`src/mips_pkg.sv`:
```
// ########################################
// MIPS CPU package
// Opcodes, function codes, ALU operations,
// FSM states and CPU constants
// ########################################

package mips_pkg;

    typedef logic [31:0] word_t;
    typedef logic [4:0]  reg_addr_t;

    // Primary opcodes, standard MIPS encodings
    typedef enum logic [5:0] {
        OP_R     = 6'h00,
        OP_J     = 6'h02,
        OP_BEQ   = 6'h04,
        OP_BNE   = 6'h05,
        OP_ADDIU = 6'h09,
        OP_SLTI  = 6'h0a,
        OP_SLTIU = 6'h0b,
        OP_ANDI  = 6'h0c,
        OP_ORI   = 6'h0d,
        OP_XORI  = 6'h0e,
        OP_LUI   = 6'h0f,
        OP_LW    = 6'h23,
        OP_SW    = 6'h2b
    } opcode_t;

    // R-type function field
    typedef enum logic [5:0] {
        FN_SLL  = 6'h00,
        FN_SRL  = 6'h02,
        FN_SRA  = 6'h03,
        FN_JR   = 6'h08,
        FN_ADDU = 6'h21,
        FN_SUBU = 6'h23,
        FN_AND  = 6'h24,
        FN_OR   = 6'h25,
        FN_XOR  = 6'h26,
        FN_SLT  = 6'h2a,
        FN_SLTU = 6'h2b
    } funct_t;

    typedef enum logic [3:0] {
        ALU_ADD, ALU_SUB, ALU_AND, ALU_OR, ALU_XOR, ALU_SLT,
        ALU_SLTU, ALU_SLL, ALU_SRL, ALU_SRA, ALU_LUI
    } alu_op_t;

    typedef enum logic [1:0] {
        FETCH = 2'd0,
        EXEC  = 2'd1,
        MEM   = 2'd2,
        HALT  = 2'd3
    } cpu_state_t;

    localparam word_t     RESET_VECTOR    = 32'hbfc0_0000;
    // Jumping here stops the CPU
    localparam word_t     HALT_ADDRESS    = 32'h0000_0000;
    localparam reg_addr_t V0_INDEX        = 5'd2;
    localparam logic [3:0] BYTE_ENABLE_ALL = 4'b1111;

endpackage

```
`src/decode_if.sv`:
```
// ########################################
// Decoded instruction bundle, from the
// decoder to control and ALU
// ########################################
`timescale 1ns/1ps

interface decode_if import mips_pkg::*; ();
    alu_op_t     alu_op;
    reg_addr_t   rs;
    reg_addr_t   rt;
    reg_addr_t   dest;
    word_t       imm_ext;
    logic [4:0]  shamt;
    logic        use_imm;
    logic        writes_reg;
    logic        is_branch;
    logic        branch_on_equal;
    logic        is_jump;
    logic        is_jump_reg;
    logic [25:0] jump_target;
    logic        is_load;
    logic        is_store;

    modport source (output alu_op, rs, rt, dest, imm_ext, shamt, use_imm, writes_reg,
                    is_branch, branch_on_equal, is_jump, is_jump_reg, jump_target,
                    is_load, is_store);
    modport sink (input alu_op, rs, rt, dest, imm_ext, shamt, use_imm, writes_reg,
                  is_branch, branch_on_equal, is_jump, is_jump_reg, jump_target,
                  is_load, is_store);
endinterface

```
`src/reg_file_if.sv`:
```
// ########################################
// Register file access, two read ports
// and one write port
// ########################################
`timescale 1ns/1ps

interface reg_file_if import mips_pkg::*; ();
    reg_addr_t rs_addr;
    reg_addr_t rt_addr;
    word_t     rs_data;
    word_t     rt_data;
    logic      wr_en;
    reg_addr_t wr_addr;
    word_t     wr_data;

    // Control side
    modport source (output rs_addr, rt_addr, wr_en, wr_addr, wr_data,
                    input rs_data, rt_data);
    // Register file side
    modport target (input rs_addr, rt_addr, wr_en, wr_addr, wr_data,
                    output rs_data, rt_data);
endinterface

```
`src/alu.sv`:
```
// ########################################
// ALU: arithmetic, logic, compare, shift
// ########################################
`timescale 1ns/1ps

module alu import mips_pkg::*; (
    decode_if.sink dec,
    input  word_t  rs_data,
    input  word_t  rt_data,
    output word_t  result,
    output logic   equal
);

    word_t op_b;

    // Second operand is register or immediate
    assign op_b = dec.use_imm ? dec.imm_ext : rt_data;

    always_comb begin
        case (dec.alu_op)
            ALU_ADD:  result = rs_data + op_b;
            ALU_SUB:  result = rs_data - op_b;
            ALU_AND:  result = rs_data & op_b;
            ALU_OR:   result = rs_data | op_b;
            ALU_XOR:  result = rs_data ^ op_b;
            ALU_SLT:  result = {31'd0, $signed(rs_data) < $signed(op_b)};
            ALU_SLTU: result = {31'd0, rs_data < op_b};
            // Constant shifts act on rt
            ALU_SLL:  result = rt_data << dec.shamt;
            ALU_SRL:  result = rt_data >> dec.shamt;
            ALU_SRA:  result = word_t'($signed(rt_data) >>> dec.shamt);
            ALU_LUI:  result = {dec.imm_ext[15:0], 16'h0000};
            default:  result = '0;
        endcase
    end

    // Branch compare is always on the two registers
    assign equal = (rs_data == rt_data);

endmodule

```
`src/cpu_control.sv`:
```
// ########################################
// CPU control: FSM, PC, instruction
// register and Avalon master sequencing
// ########################################
`timescale 1ns/1ps

module cpu_control import mips_pkg::*; (
    input  logic        clk,
    input  logic        reset,
    decode_if.sink      dec,
    reg_file_if.source  rf,
    input  word_t       alu_result,
    input  logic        alu_equal,
    output word_t       instr,
    output logic        active,

    // Avalon-MM master
    output word_t       address,
    output word_t       writedata,
    output logic        read,
    output logic        write,
    output logic [3:0]  byteenable,
    input  logic        waitrequest,
    input  word_t       readdata
);

    cpu_state_t state;
    cpu_state_t state_next;
    word_t      pc;
    word_t      pc_next;
    word_t      pc_plus4;
    word_t      ir;
    logic       fetch_accept;
    logic       mem_accept;
    logic       branch_taken;

    assign instr = ir;

    // Bus requests
    assign read  = (state == FETCH && active) || (state == MEM && dec.is_load);
    assign write = (state == MEM) && dec.is_store;

    assign address    = (state == MEM) ? alu_result : pc;
    assign writedata  = rf.rt_data;
    assign byteenable = BYTE_ENABLE_ALL;

    assign fetch_accept = (state == FETCH) && read && !waitrequest;
    assign mem_accept   = (state == MEM) && !waitrequest;

    // Next PC
    assign pc_plus4     = pc + 32'd4;
    assign branch_taken = dec.is_branch && (alu_equal == dec.branch_on_equal);

    always_comb begin
        if (dec.is_jump) begin
            pc_next = dec.is_jump_reg ? rf.rs_data
                                      : {pc_plus4[31:28], dec.jump_target, 2'b00};
        end else if (branch_taken) begin
            pc_next = pc_plus4 + {dec.imm_ext[29:0], 2'b00};
        end else begin
            pc_next = pc_plus4;
        end
    end

    // Register write port
    assign rf.rs_addr = dec.rs;
    assign rf.rt_addr = dec.rt;
    assign rf.wr_addr = dec.dest;
    assign rf.wr_data = (state == MEM) ? readdata : alu_result;
    assign rf.wr_en   = (state == EXEC && dec.writes_reg && !dec.is_load)
                        || (mem_accept && dec.is_load);

    always_comb begin
        state_next = state;
        case (state)
            FETCH: begin
                if (fetch_accept) begin
                    state_next = EXEC;
                end
            end
            EXEC: begin
                if (dec.is_load || dec.is_store) begin
                    state_next = MEM;
                end else if (pc_next == HALT_ADDRESS) begin
                    state_next = HALT;
                end else begin
                    state_next = FETCH;
                end
            end
            MEM: begin
                // PC was already advanced in EXEC
                if (mem_accept) begin
                    state_next = (pc == HALT_ADDRESS) ? HALT : FETCH;
                end
            end
            default: state_next = HALT;
        endcase
    end

    always_ff @(posedge clk) begin
        if (reset) begin
            state  <= FETCH;
            pc     <= RESET_VECTOR;
            active <= 1'b0;
        end else begin
            state  <= state_next;
            active <= (state_next != HALT);
            if (state == EXEC) begin
                pc <= pc_next;
            end
        end
    end

    // Instruction latched on fetch acceptance
    always_ff @(posedge clk) begin
        if (fetch_accept) begin
            ir <= readdata;
        end
    end

endmodule

```
`src/instr_decoder.sv`:
```
// ########################################
// Instruction decoder
// Splits the word into fields and sets
// the ALU operation and control flags
// ########################################
`timescale 1ns/1ps

module instr_decoder import mips_pkg::*; (
    input  word_t     instr,
    decode_if.source  dec
);

    opcode_t opcode;
    funct_t  funct;

    assign opcode = opcode_t'(instr[31:26]);
    assign funct  = funct_t'(instr[5:0]);

    // Plain field extraction
    assign dec.rs          = instr[25:21];
    assign dec.rt          = instr[20:16];
    assign dec.shamt       = instr[10:6];
    assign dec.jump_target = instr[25:0];

    // Logic immediates are zero extended
    assign dec.imm_ext = (opcode == OP_ANDI || opcode == OP_ORI || opcode == OP_XORI)
                         ? {16'h0000, instr[15:0]}
                         : {{16{instr[15]}}, instr[15:0]};

    always_comb begin
        // Unknown words fall through as a no-op
        dec.alu_op          = ALU_ADD;
        dec.dest            = instr[15:11];
        dec.use_imm         = 1'b0;
        dec.writes_reg      = 1'b0;
        dec.is_branch       = 1'b0;
        dec.branch_on_equal = 1'b0;
        dec.is_jump         = 1'b0;
        dec.is_jump_reg     = 1'b0;
        dec.is_load         = 1'b0;
        dec.is_store        = 1'b0;

        case (opcode)
            OP_R: begin
                dec.writes_reg = 1'b1;
                case (funct)
                    FN_ADDU: dec.alu_op = ALU_ADD;
                    FN_SUBU: dec.alu_op = ALU_SUB;
                    FN_AND:  dec.alu_op = ALU_AND;
                    FN_OR:   dec.alu_op = ALU_OR;
                    FN_XOR:  dec.alu_op = ALU_XOR;
                    FN_SLT:  dec.alu_op = ALU_SLT;
                    FN_SLTU: dec.alu_op = ALU_SLTU;
                    FN_SLL:  dec.alu_op = ALU_SLL;
                    FN_SRL:  dec.alu_op = ALU_SRL;
                    FN_SRA:  dec.alu_op = ALU_SRA;
                    FN_JR: begin
                        dec.writes_reg  = 1'b0;
                        dec.is_jump     = 1'b1;
                        dec.is_jump_reg = 1'b1;
                    end
                    default: dec.writes_reg = 1'b0;
                endcase
            end
            OP_J:   dec.is_jump = 1'b1;
            OP_BEQ: begin
                dec.is_branch       = 1'b1;
                dec.branch_on_equal = 1'b1;
            end
            OP_BNE: dec.is_branch = 1'b1;
            OP_ADDIU, OP_SLTI, OP_SLTIU, OP_ANDI, OP_ORI, OP_XORI, OP_LUI, OP_LW: begin
                dec.dest       = instr[20:16];
                dec.use_imm    = 1'b1;
                dec.writes_reg = 1'b1;
                dec.is_load    = (opcode == OP_LW);
                case (opcode)
                    OP_SLTI:  dec.alu_op = ALU_SLT;
                    OP_SLTIU: dec.alu_op = ALU_SLTU;
                    OP_ANDI:  dec.alu_op = ALU_AND;
                    OP_ORI:   dec.alu_op = ALU_OR;
                    OP_XORI:  dec.alu_op = ALU_XOR;
                    OP_LUI:   dec.alu_op = ALU_LUI;
                    default:  dec.alu_op = ALU_ADD;
                endcase
            end
            OP_SW: begin
                dec.use_imm  = 1'b1;
                dec.is_store = 1'b1;
            end
            default: ;
        endcase
    end

endmodule

```
`src/mips_cpu_bus.sv`:
```
// ########################################
// Multicycle MIPS CPU with an Avalon-MM
// master port, top level
// ########################################
`timescale 1ns/1ps

module mips_cpu_bus import mips_pkg::*; (
    input  logic       clk,
    input  logic       reset,
    output logic       active,
    output word_t      register_v0,

    // Avalon-MM master
    output word_t      address,
    output logic       write,
    output logic       read,
    input  logic       waitrequest,
    output word_t      writedata,
    output logic [3:0] byteenable,
    input  word_t      readdata
);

    decode_if   dec_bus ();
    reg_file_if rf_bus ();

    word_t instr;
    word_t alu_result;
    logic  alu_equal;

    instr_decoder u_decoder (
        .instr (instr),
        .dec   (dec_bus)
    );

    reg_file u_reg_file (
        .clk   (clk),
        .reset (reset),
        .rf    (rf_bus),
        .v0    (register_v0)
    );

    alu u_alu (
        .dec     (dec_bus),
        .rs_data (rf_bus.rs_data),
        .rt_data (rf_bus.rt_data),
        .result  (alu_result),
        .equal   (alu_equal)
    );

    cpu_control u_control (
        .clk         (clk),
        .reset       (reset),
        .dec         (dec_bus),
        .rf          (rf_bus),
        .alu_result  (alu_result),
        .alu_equal   (alu_equal),
        .instr       (instr),
        .active      (active),
        .address     (address),
        .writedata   (writedata),
        .read        (read),
        .write       (write),
        .byteenable  (byteenable),
        .waitrequest (waitrequest),
        .readdata    (readdata)
    );

endmodule

```
`src/reg_file.sv`:
```
// ########################################
// Register file, 32 x 32 bits
// Register zero is hard-wired to zero
// ########################################
`timescale 1ns/1ps

module reg_file import mips_pkg::*; (
    input  logic        clk,
    input  logic        reset,
    reg_file_if.target  rf,
    output word_t       v0
);

    word_t regs [32];

    always_ff @(posedge clk) begin
        if (reset) begin
            for (int i = 0; i < 32; i++) begin
                regs[i] <= '0;
            end
        end else if (rf.wr_en && rf.wr_addr != 5'd0) begin
            regs[rf.wr_addr] <= rf.wr_data;
        end
    end

    // Asynchronous reads
    assign rf.rs_data = (rf.rs_addr == 5'd0) ? '0 : regs[rf.rs_addr];
    assign rf.rt_data = (rf.rt_addr == 5'd0) ? '0 : regs[rf.rt_addr];

    assign v0 = regs[V0_INDEX];

endmodule

```
`config.mk`:
```
export PLATFORM = sky130hd
export DESIGN_NAME = mips_cpu_bus
export DESIGN_NICKNAME = d
export VERILOG_FILES = /design/src/mips_pkg.sv /design/src/decode_if.sv /design/src/reg_file_if.sv /design/src/alu.sv /design/src/cpu_control.sv /design/src/instr_decoder.sv /design/src/mips_cpu_bus.sv /design/src/reg_file.sv
export SDC_FILE = /design/constraint.sdc
export NUM_CORES = 2
export LEC_CHECK = 0
export BUFFER_PORTS_ARGS = -buffer_cell sky130_fd_sc_hd__buf_2
export CORE_AREA = 2 2 646 455
export CTS_BUF_LIST = sky130_fd_sc_hd__clkbuf_4 sky130_fd_sc_hd__clkbuf_8
export CTS_CLUSTER_DIAMETER = 150
export CTS_CLUSTER_SIZE = 28
export DETAILED_ROUTE_END_ITERATION = 10
export DIE_AREA = 0 0 648 457
export PLACE_DENSITY = 0.47
export SLEW_MARGIN = 20
export SYNTH_ARGS = -nofsm -noshare
export SYNTH_HDL_FRONTEND = slang
export SYNTH_HIERARCHICAL = 1
export SYNTH_SLANG_ARGS = --single-unit
```
`constraint.sdc`:
```
create_clock -name clk -period 5.5 [get_ports clk]
set_clock_uncertainty 0.05 [all_clocks]
set_input_delay 0.275 -clock clk [delete_from_list [all_inputs] [get_ports clk]]
set_output_delay 0.275 -clock clk [all_outputs]
set_load 0.005 [all_outputs]
```
Word-level counts from Yosys, hierarchy flattened --
Memories as Yosys holds them, arrays and structs flattened. A register that Yosys moved wholly into a read port is not among the register bits. Index checks and enable logic that the tools add are counted. W data, S select, Z words.
Cells by class: add/subtract/negate cells 4, order comparisons 2, equality and inequality tests 37, shifts and indexed selects 3, multiplexer cells 40, bitwise logic cells 3, reduce and logical (&&, ||, !) cells 32
Operators by type and width (number):
- $pmux W32 S11 | 1
- $mux W32 | 10
- $add A32 B32 Y32 | 2
- $logic_not A32 Y1 | 2
- $lt A32 B32 Y1 | 2
- $eq A6 B6 Y1 const B | 9
- $eq A6 B4 Y1 const B | 8
- $pmux W4 S9 | 1
- $add A32 B3 Y32 const B | 1
- $and A32 B32 Y32 | 1
- $eq A32 B32 Y1 | 1
- $or A32 B32 Y32 | 1
- $reduce_or A32 Y1 | 1
- $shl A32 B5 Y32 | 1
- $shr A32 B5 Y32 | 1
- $sshr A32 B5 Y32 | 1
- $sub A32 B32 Y32 | 1
- $xor A32 B32 Y32 | 1
- $pmux W4 S6 | 1
- $mux W5 | 4
- $eq A6 B2 Y1 const B | 3
- $eq A4 B3 Y1 const B | 4
- $mux W1 | 14
- $eq A4 B4 Y1 const B | 3
- 23 further kinds | 47
Word-level totals: flip-flop bits (word level) 67, bits in writable memories 1024, input port bits 35, output and inout port bits 103, word-level logic and storage cells 126, memories 1
Memory list:
- u_reg_file.regs | depth 32, bits a word 32, rd ports 3, clocked after Yosys merged registers in 2, wr ports 32, RTL line reg_file.sv:14 | word_t regs [32];

Longest topological paths before layout --
depth in word-level cells 13, depth in mapped cells 26, gate-level depth less buffers 19

Hierarchy --
The synthesis kept the hierarchy.
By module, submodules not included:
- reg_file | times used 1, cells an instance 3492, area an instance 54086.9 µm², seq. area each 30749.5 µm²
- alu | times used 1, cells an instance 1442, area an instance 10152.2 µm², seq. area each 0.0 µm²
- cpu_control | times used 1, cells an instance 843, area an instance 6935.4 µm², seq. area each 1661.6 µm²
- instr_decoder | times used 1, cells an instance 143, area an instance 1021.0 µm², seq. area each 0.0 µm²

Least setup slack after synthesis --
No wires, ideal clock.
path type register -> register, start point reg u_control.ir[16], in the netlist u_control/instr[16], end point mem u_reg_file/regs[10][20] in the netlist's numbering (data pin), setup time 0.255 ns, arrival time 5.416 ns, required time 5.195 ns, slack -0.221 ns, stages on the path, launching flop included 24, path buffers 7, period minus slack after synthesis 5.721 ns, path through edfxtp_1 buf_4 buf_4 buf_2 buf_2 mux4_2 a22o_1 a2111oi_0 nor3_1 clkbuf_1 mux2i_1 ha_1 buf_6 nor2b_4 o31a_1 o211a_1 o31ai_4 o21bai_2 a21bo_1 a221o_1 a221o_1 mux2_2 clkbuf_1 and2_1
RTL lines:
- from (decl) | RTL line cpu_control.sv:32 | word_t ir;
- from (signal assigned) | RTL line cpu_control.sv:117 | ir <= readdata;
- to (decl) | RTL line reg_file.sv:14

Worst setup path after layout --
start point reg u_control.ir[22], in the netlist u_control/instr[22], end point out address[27]
Between the ends: longest elaborated chain between the ends 5, elaborated cells on any way between the ends 9, those cells by class 2 x add/sub; 3 x mux; 3 x bitwise; 1 x reduce/logical
RTL lines:
- $logic_not A5 Y1 (*) | RTL line reg_file.sv:27 | assign rf.rs_data = (rf.rs_addr == 5'd0) ? '0 : regs[rf.rs_addr];
- $mux W32 (*) | RTL line reg_file.sv:27
- named net rf_bus.rs_data[2] | RTL line reg_file_if.sv:10 | word_t rs_data;
- $sub A32 B32 Y32 / $add A32 B32 Y32 (equally long branches) | RTL line alu.sv:22, alu.sv:21
- $pmux W32 S11 (*) | RTL line alu.sv:20 | case (dec.alu_op)
- named net alu_result[27] | RTL line mips_cpu_bus.sv:27 | word_t alu_result;
- $mux W32 (*) | RTL line cpu_control.sv:43 | assign address = (state == MEM) ? alu_result : pc;
- to (decl) | RTL line mips_cpu_bus.sv:14 | output word_t address,
The timed path passes the listed nets; every way through them passes the cells marked *.

==> flow_summary_export.csv <==
group,metric,value,unit
outcome,status,"finished, violations left",
outcome,violations,"setup timing",
clock_network,clkTransAtPathRegs,0.20,ns
timing,layout_min_cycle_time,6.913,ns
synth,yosysWarnings,6,
drt,viasPerCell,5.501,
synth,synthArstFlopShare,0,
critical_path,critical_path.max_stage_delay,0.53,ns
synth,synth_top_area_cell,"edfxtp_1",
floorplan,dieArea,296100,µm²
clock_network,cts_buffers,45,
timing,finalSetupViolCount,917,
floorplan,die_y,457,µm
synth,yosys.area_share.simple,0.1477,
critical_path,r2r_setup_slack,-0.92,ns
final_layout,nFillCells,28740,
floorplan,start_util,0.2485,
final_layout,nets,7070,
timing,hold_viol,0,
floorplan,die_w,648,µm
drt,dr.pass1.iters,6,
placement,globalplace.congestion,0.9807,
power_and_ir_drop,ir_worst_vdd,0.0002031,V
drt,drtIter0Drc,8764,
drt,num_vias,59350,
final_layout,instances_no_fill,10790,
synth,synth_compound_area_frac,0.09631,
min_path,hp-class,"primary input to register",
synth,ys_ff_latch,1091,
critical_path,r2r_start,"u_control/instr[16]$_DFFE_PP_",
critical_path,cp_common_cell,"buf_4",
timing,timing.final.ws_setup,-1.413,ns
drt,wl,356.7,mm
final_layout,regArea,32410,µm²
final_layout,drive_gt1_frac,0.4193,
floorplan,ioPinCount,138,
timing,slew_headroom,0.3346,
power_and_ir_drop,power.share.combinational,0.396,
placement,placed_cells,10470,
min_path,worstHoldStart,"readdata[11]",
synth,avgSynthCellArea,12.20,µm²
synth,synthAdderAreaFrac,0.02406,
final_layout,layout_commonest_cell,"buf_4",
grt,grt_first_pass_wirelength,482.2,mm
synth,ys.flop_type,"edfxtp_1",
synth,synth.top_cell.area_share,0.4392,
flow_run,max_cap_viol_count,0,
critical_path,reg2reg_to,"u_reg_file/regs[26][16]$_SDFFCE_PN0P_",
grt,grt_remaining_overflow,0,
grt,gr-usage-all-layers,0.2326,
synth,yosysSeqAreaShare,0.4489,
synth,synth-edff-count,1056,
critical_path,worst-path-max-fanout,7,
timing,fin_hold_ws,0.1415,ns
synth,synth_top_family_by_area,"multiplexers",
critical_path,cp-start-kind,"register",
min_path,whs_endpoint,"u_control/instr[11]$_DFFE_PP_",
power_and_ir_drop,switching_power,7905,µW
drt,final_antenna_net_count,0,
timing,fin_crit_sh,1.257,
final_layout,final_area,93770,µm²
power_and_ir_drop,p_int,13820,µW
drt,wl_per_cell,33.06,µm
drt,drc,0,
grt,antenna_found_initial,34,
synth,ys_types,114,
placement,place.port_buffers,133,
synth,synth_area,72200,µm²
final_layout,layout_common_cells,"buf_4 (1099), edfxtp_1 (1056), and2_1 (982)",
clock_network,tritoncts,"built",
synth,synthTopCellsByArea,"edfxtp_1 (44%), mux4_2 (16%), and2_1 (8.8%), mux2i_1 (3.7%), ha_1 (2.3%)",
power_and_ir_drop,power_density,231.6,nW/µm²
timing,timing.fmax,144.6,MHz
clock_network,h-tree-depth,2,
timing,tightestPinTransition,0.9982,ns
timing,slew_violations,0,
placement,post-dp-hpwl,256.3,mm
floorplan,rows,166,
clock_network,clock-sinks,1091,
critical_path,crit_buf_inv,11,
critical_path,worstPathArrival,6.59,ns
clock_network,clk_latency,0.92,ns
final_layout,multi_input_area,40100,µm²
placement,dpl_cell_area,86090,µm²
clock_network,cts_buffer_depth,3,
critical_path,crit_family,"compound AO/OA/AOI/OAI gates",
floorplan,core_area,290600,µm²
synth,netlist_instances,5920,
critical_path,cpMaxStageDelayCell,"nor3_4",
power_and_ir_drop,leakage,0.03520,µW
critical_path,worst-setup-path-type,"register to output port",
final_layout,area_growth,29.89,%
grt,first_global_vias,57030,
critical_path,reg2reg_depth,29,
power_and_ir_drop,clockPowerShare,0.164,
placement,dp_slack,-1.369,ns
clock_network,cts_root_buffer,"clkbuf_8",
critical_path,endpoint_kind,"output port",
synth,synth_mux_area_frac,0.2184,
power_and_ir_drop,p_seq_frac,0.441,
critical_path,critPathRequiredTime,5.18,ns
power_and_ir_drop,sw_frac_of_total,0.3639,
grt,grt_max_degree,104,
synth,synthXorXnorAreaFrac,0.01055,
min_path,min_path_cells,2,
timing,rsz0062_at_grt,"yes",
## cells in the mapped netlist, drive strengths merged, types with 31 or more instances
cell,count
edfxtp,1056
a2111oi,32
inv,123
and2,1022
a21o,32
a211oi,68
clkbuf,398
or2,41
mux2i,266
xor2,45
nand4,31
mux4,514
a22o,57
o211ai,45
dfxtp,35
buf,300
o22ai,104
nor2,232
nand3,55
nand2,226
mux2,136
o21ai,139
o221ai,48
a21oi,180
xnor2,42
ha,134
nor3,98
nor4,39
## sequential cells by signal, indices dropped and copies added, names as in the netlist
name,count
u_control/active,1
u_control/state,2
u_control/pc,32
u_control/instr,32
u_reg_file/regs,1024
## per-stage QoR
step	total power (µW)	setup TNS [ns]	utilization
after floorplan	12710	0	-
after global placement	16900	-991.43	0.2963
after detailed placement	16890	-984.08	0.2963
after CTS	21300	-297.72	0.3165
after global routing	22260	-458.15	0.3226
final	21720	-398.73	0.3227
## timing repair
item,CTS,global route
endpoints found under the hold margin,89,0
hold buffers,34,0
cloned,19,1
pin swaps,163,124
resized for setup,693,284
endpoints found under the setup margin,1057,988
setup buffers,141,73
## logic make-up after synthesis
logic type / count (synthesis)
simple gates: 1887
mux: 916
flops: 1091
fa+ha+maj: 137
compound gates: 978
buf+inv: 822
xor+xnor: 87
other cells: 2
## power groups by stage
stage,Sequential (µW),Combinational (µW),Clock [µW]
5_1_grt,9590,8840,3830
2_1_floorplan,9650,3050,0
3_3_place_gp,9730,7170,0
6_report,9570,8600,3560
3_5_place_dp,9740,7150,0
4_1_cts,9560,8140,3610
## area by class of cell
type                       count  area share
tap                         3864     0.05156
sequential                  1091      0.3456
timing repair buffer        1595      0.1620
inverter                     124    0.004990
clock inverter                 5   0.0006004
antenna                       17   0.0004537
clock buffer                  51    0.007152
multi-input combinational   4041      0.4276
## routing by layer
metal  GRT usage  up-vias  wire length, µm
met5           0        -               27
met4     0.06746        6            11970
met3     0.05710      467            38770
met2      0.3384     3537           150800
met1      0.3388    31070           155100
li1            -    24270                -
## worst max-delay path by stage
stage | start | end | cells past startpoint
finish | u_control/instr[22]$_DFFE_PP_ | address[27] | 25
global route | u_control/instr[16]$_DFFE_PP_ | address[28] | 27
CTS | u_control/instr[16]$_DFFE_PP_ | address[20] | 25
detailed placement | u_control/instr[16]$_DFFE_PP_ | u_control/active$_SDFF_PP0_ | 26
global placement | u_control/instr[18]$_DFFE_PP_ | u_reg_file/regs[21][27]$_SDFFCE_PN0P_ | 23
floorplan | u_control/instr[17]$_DFFE_PP_ | u_reg_file/regs[10][27]$_SDFFCE_PN0P_ | 22
Power figures use the tool's default switching activity.
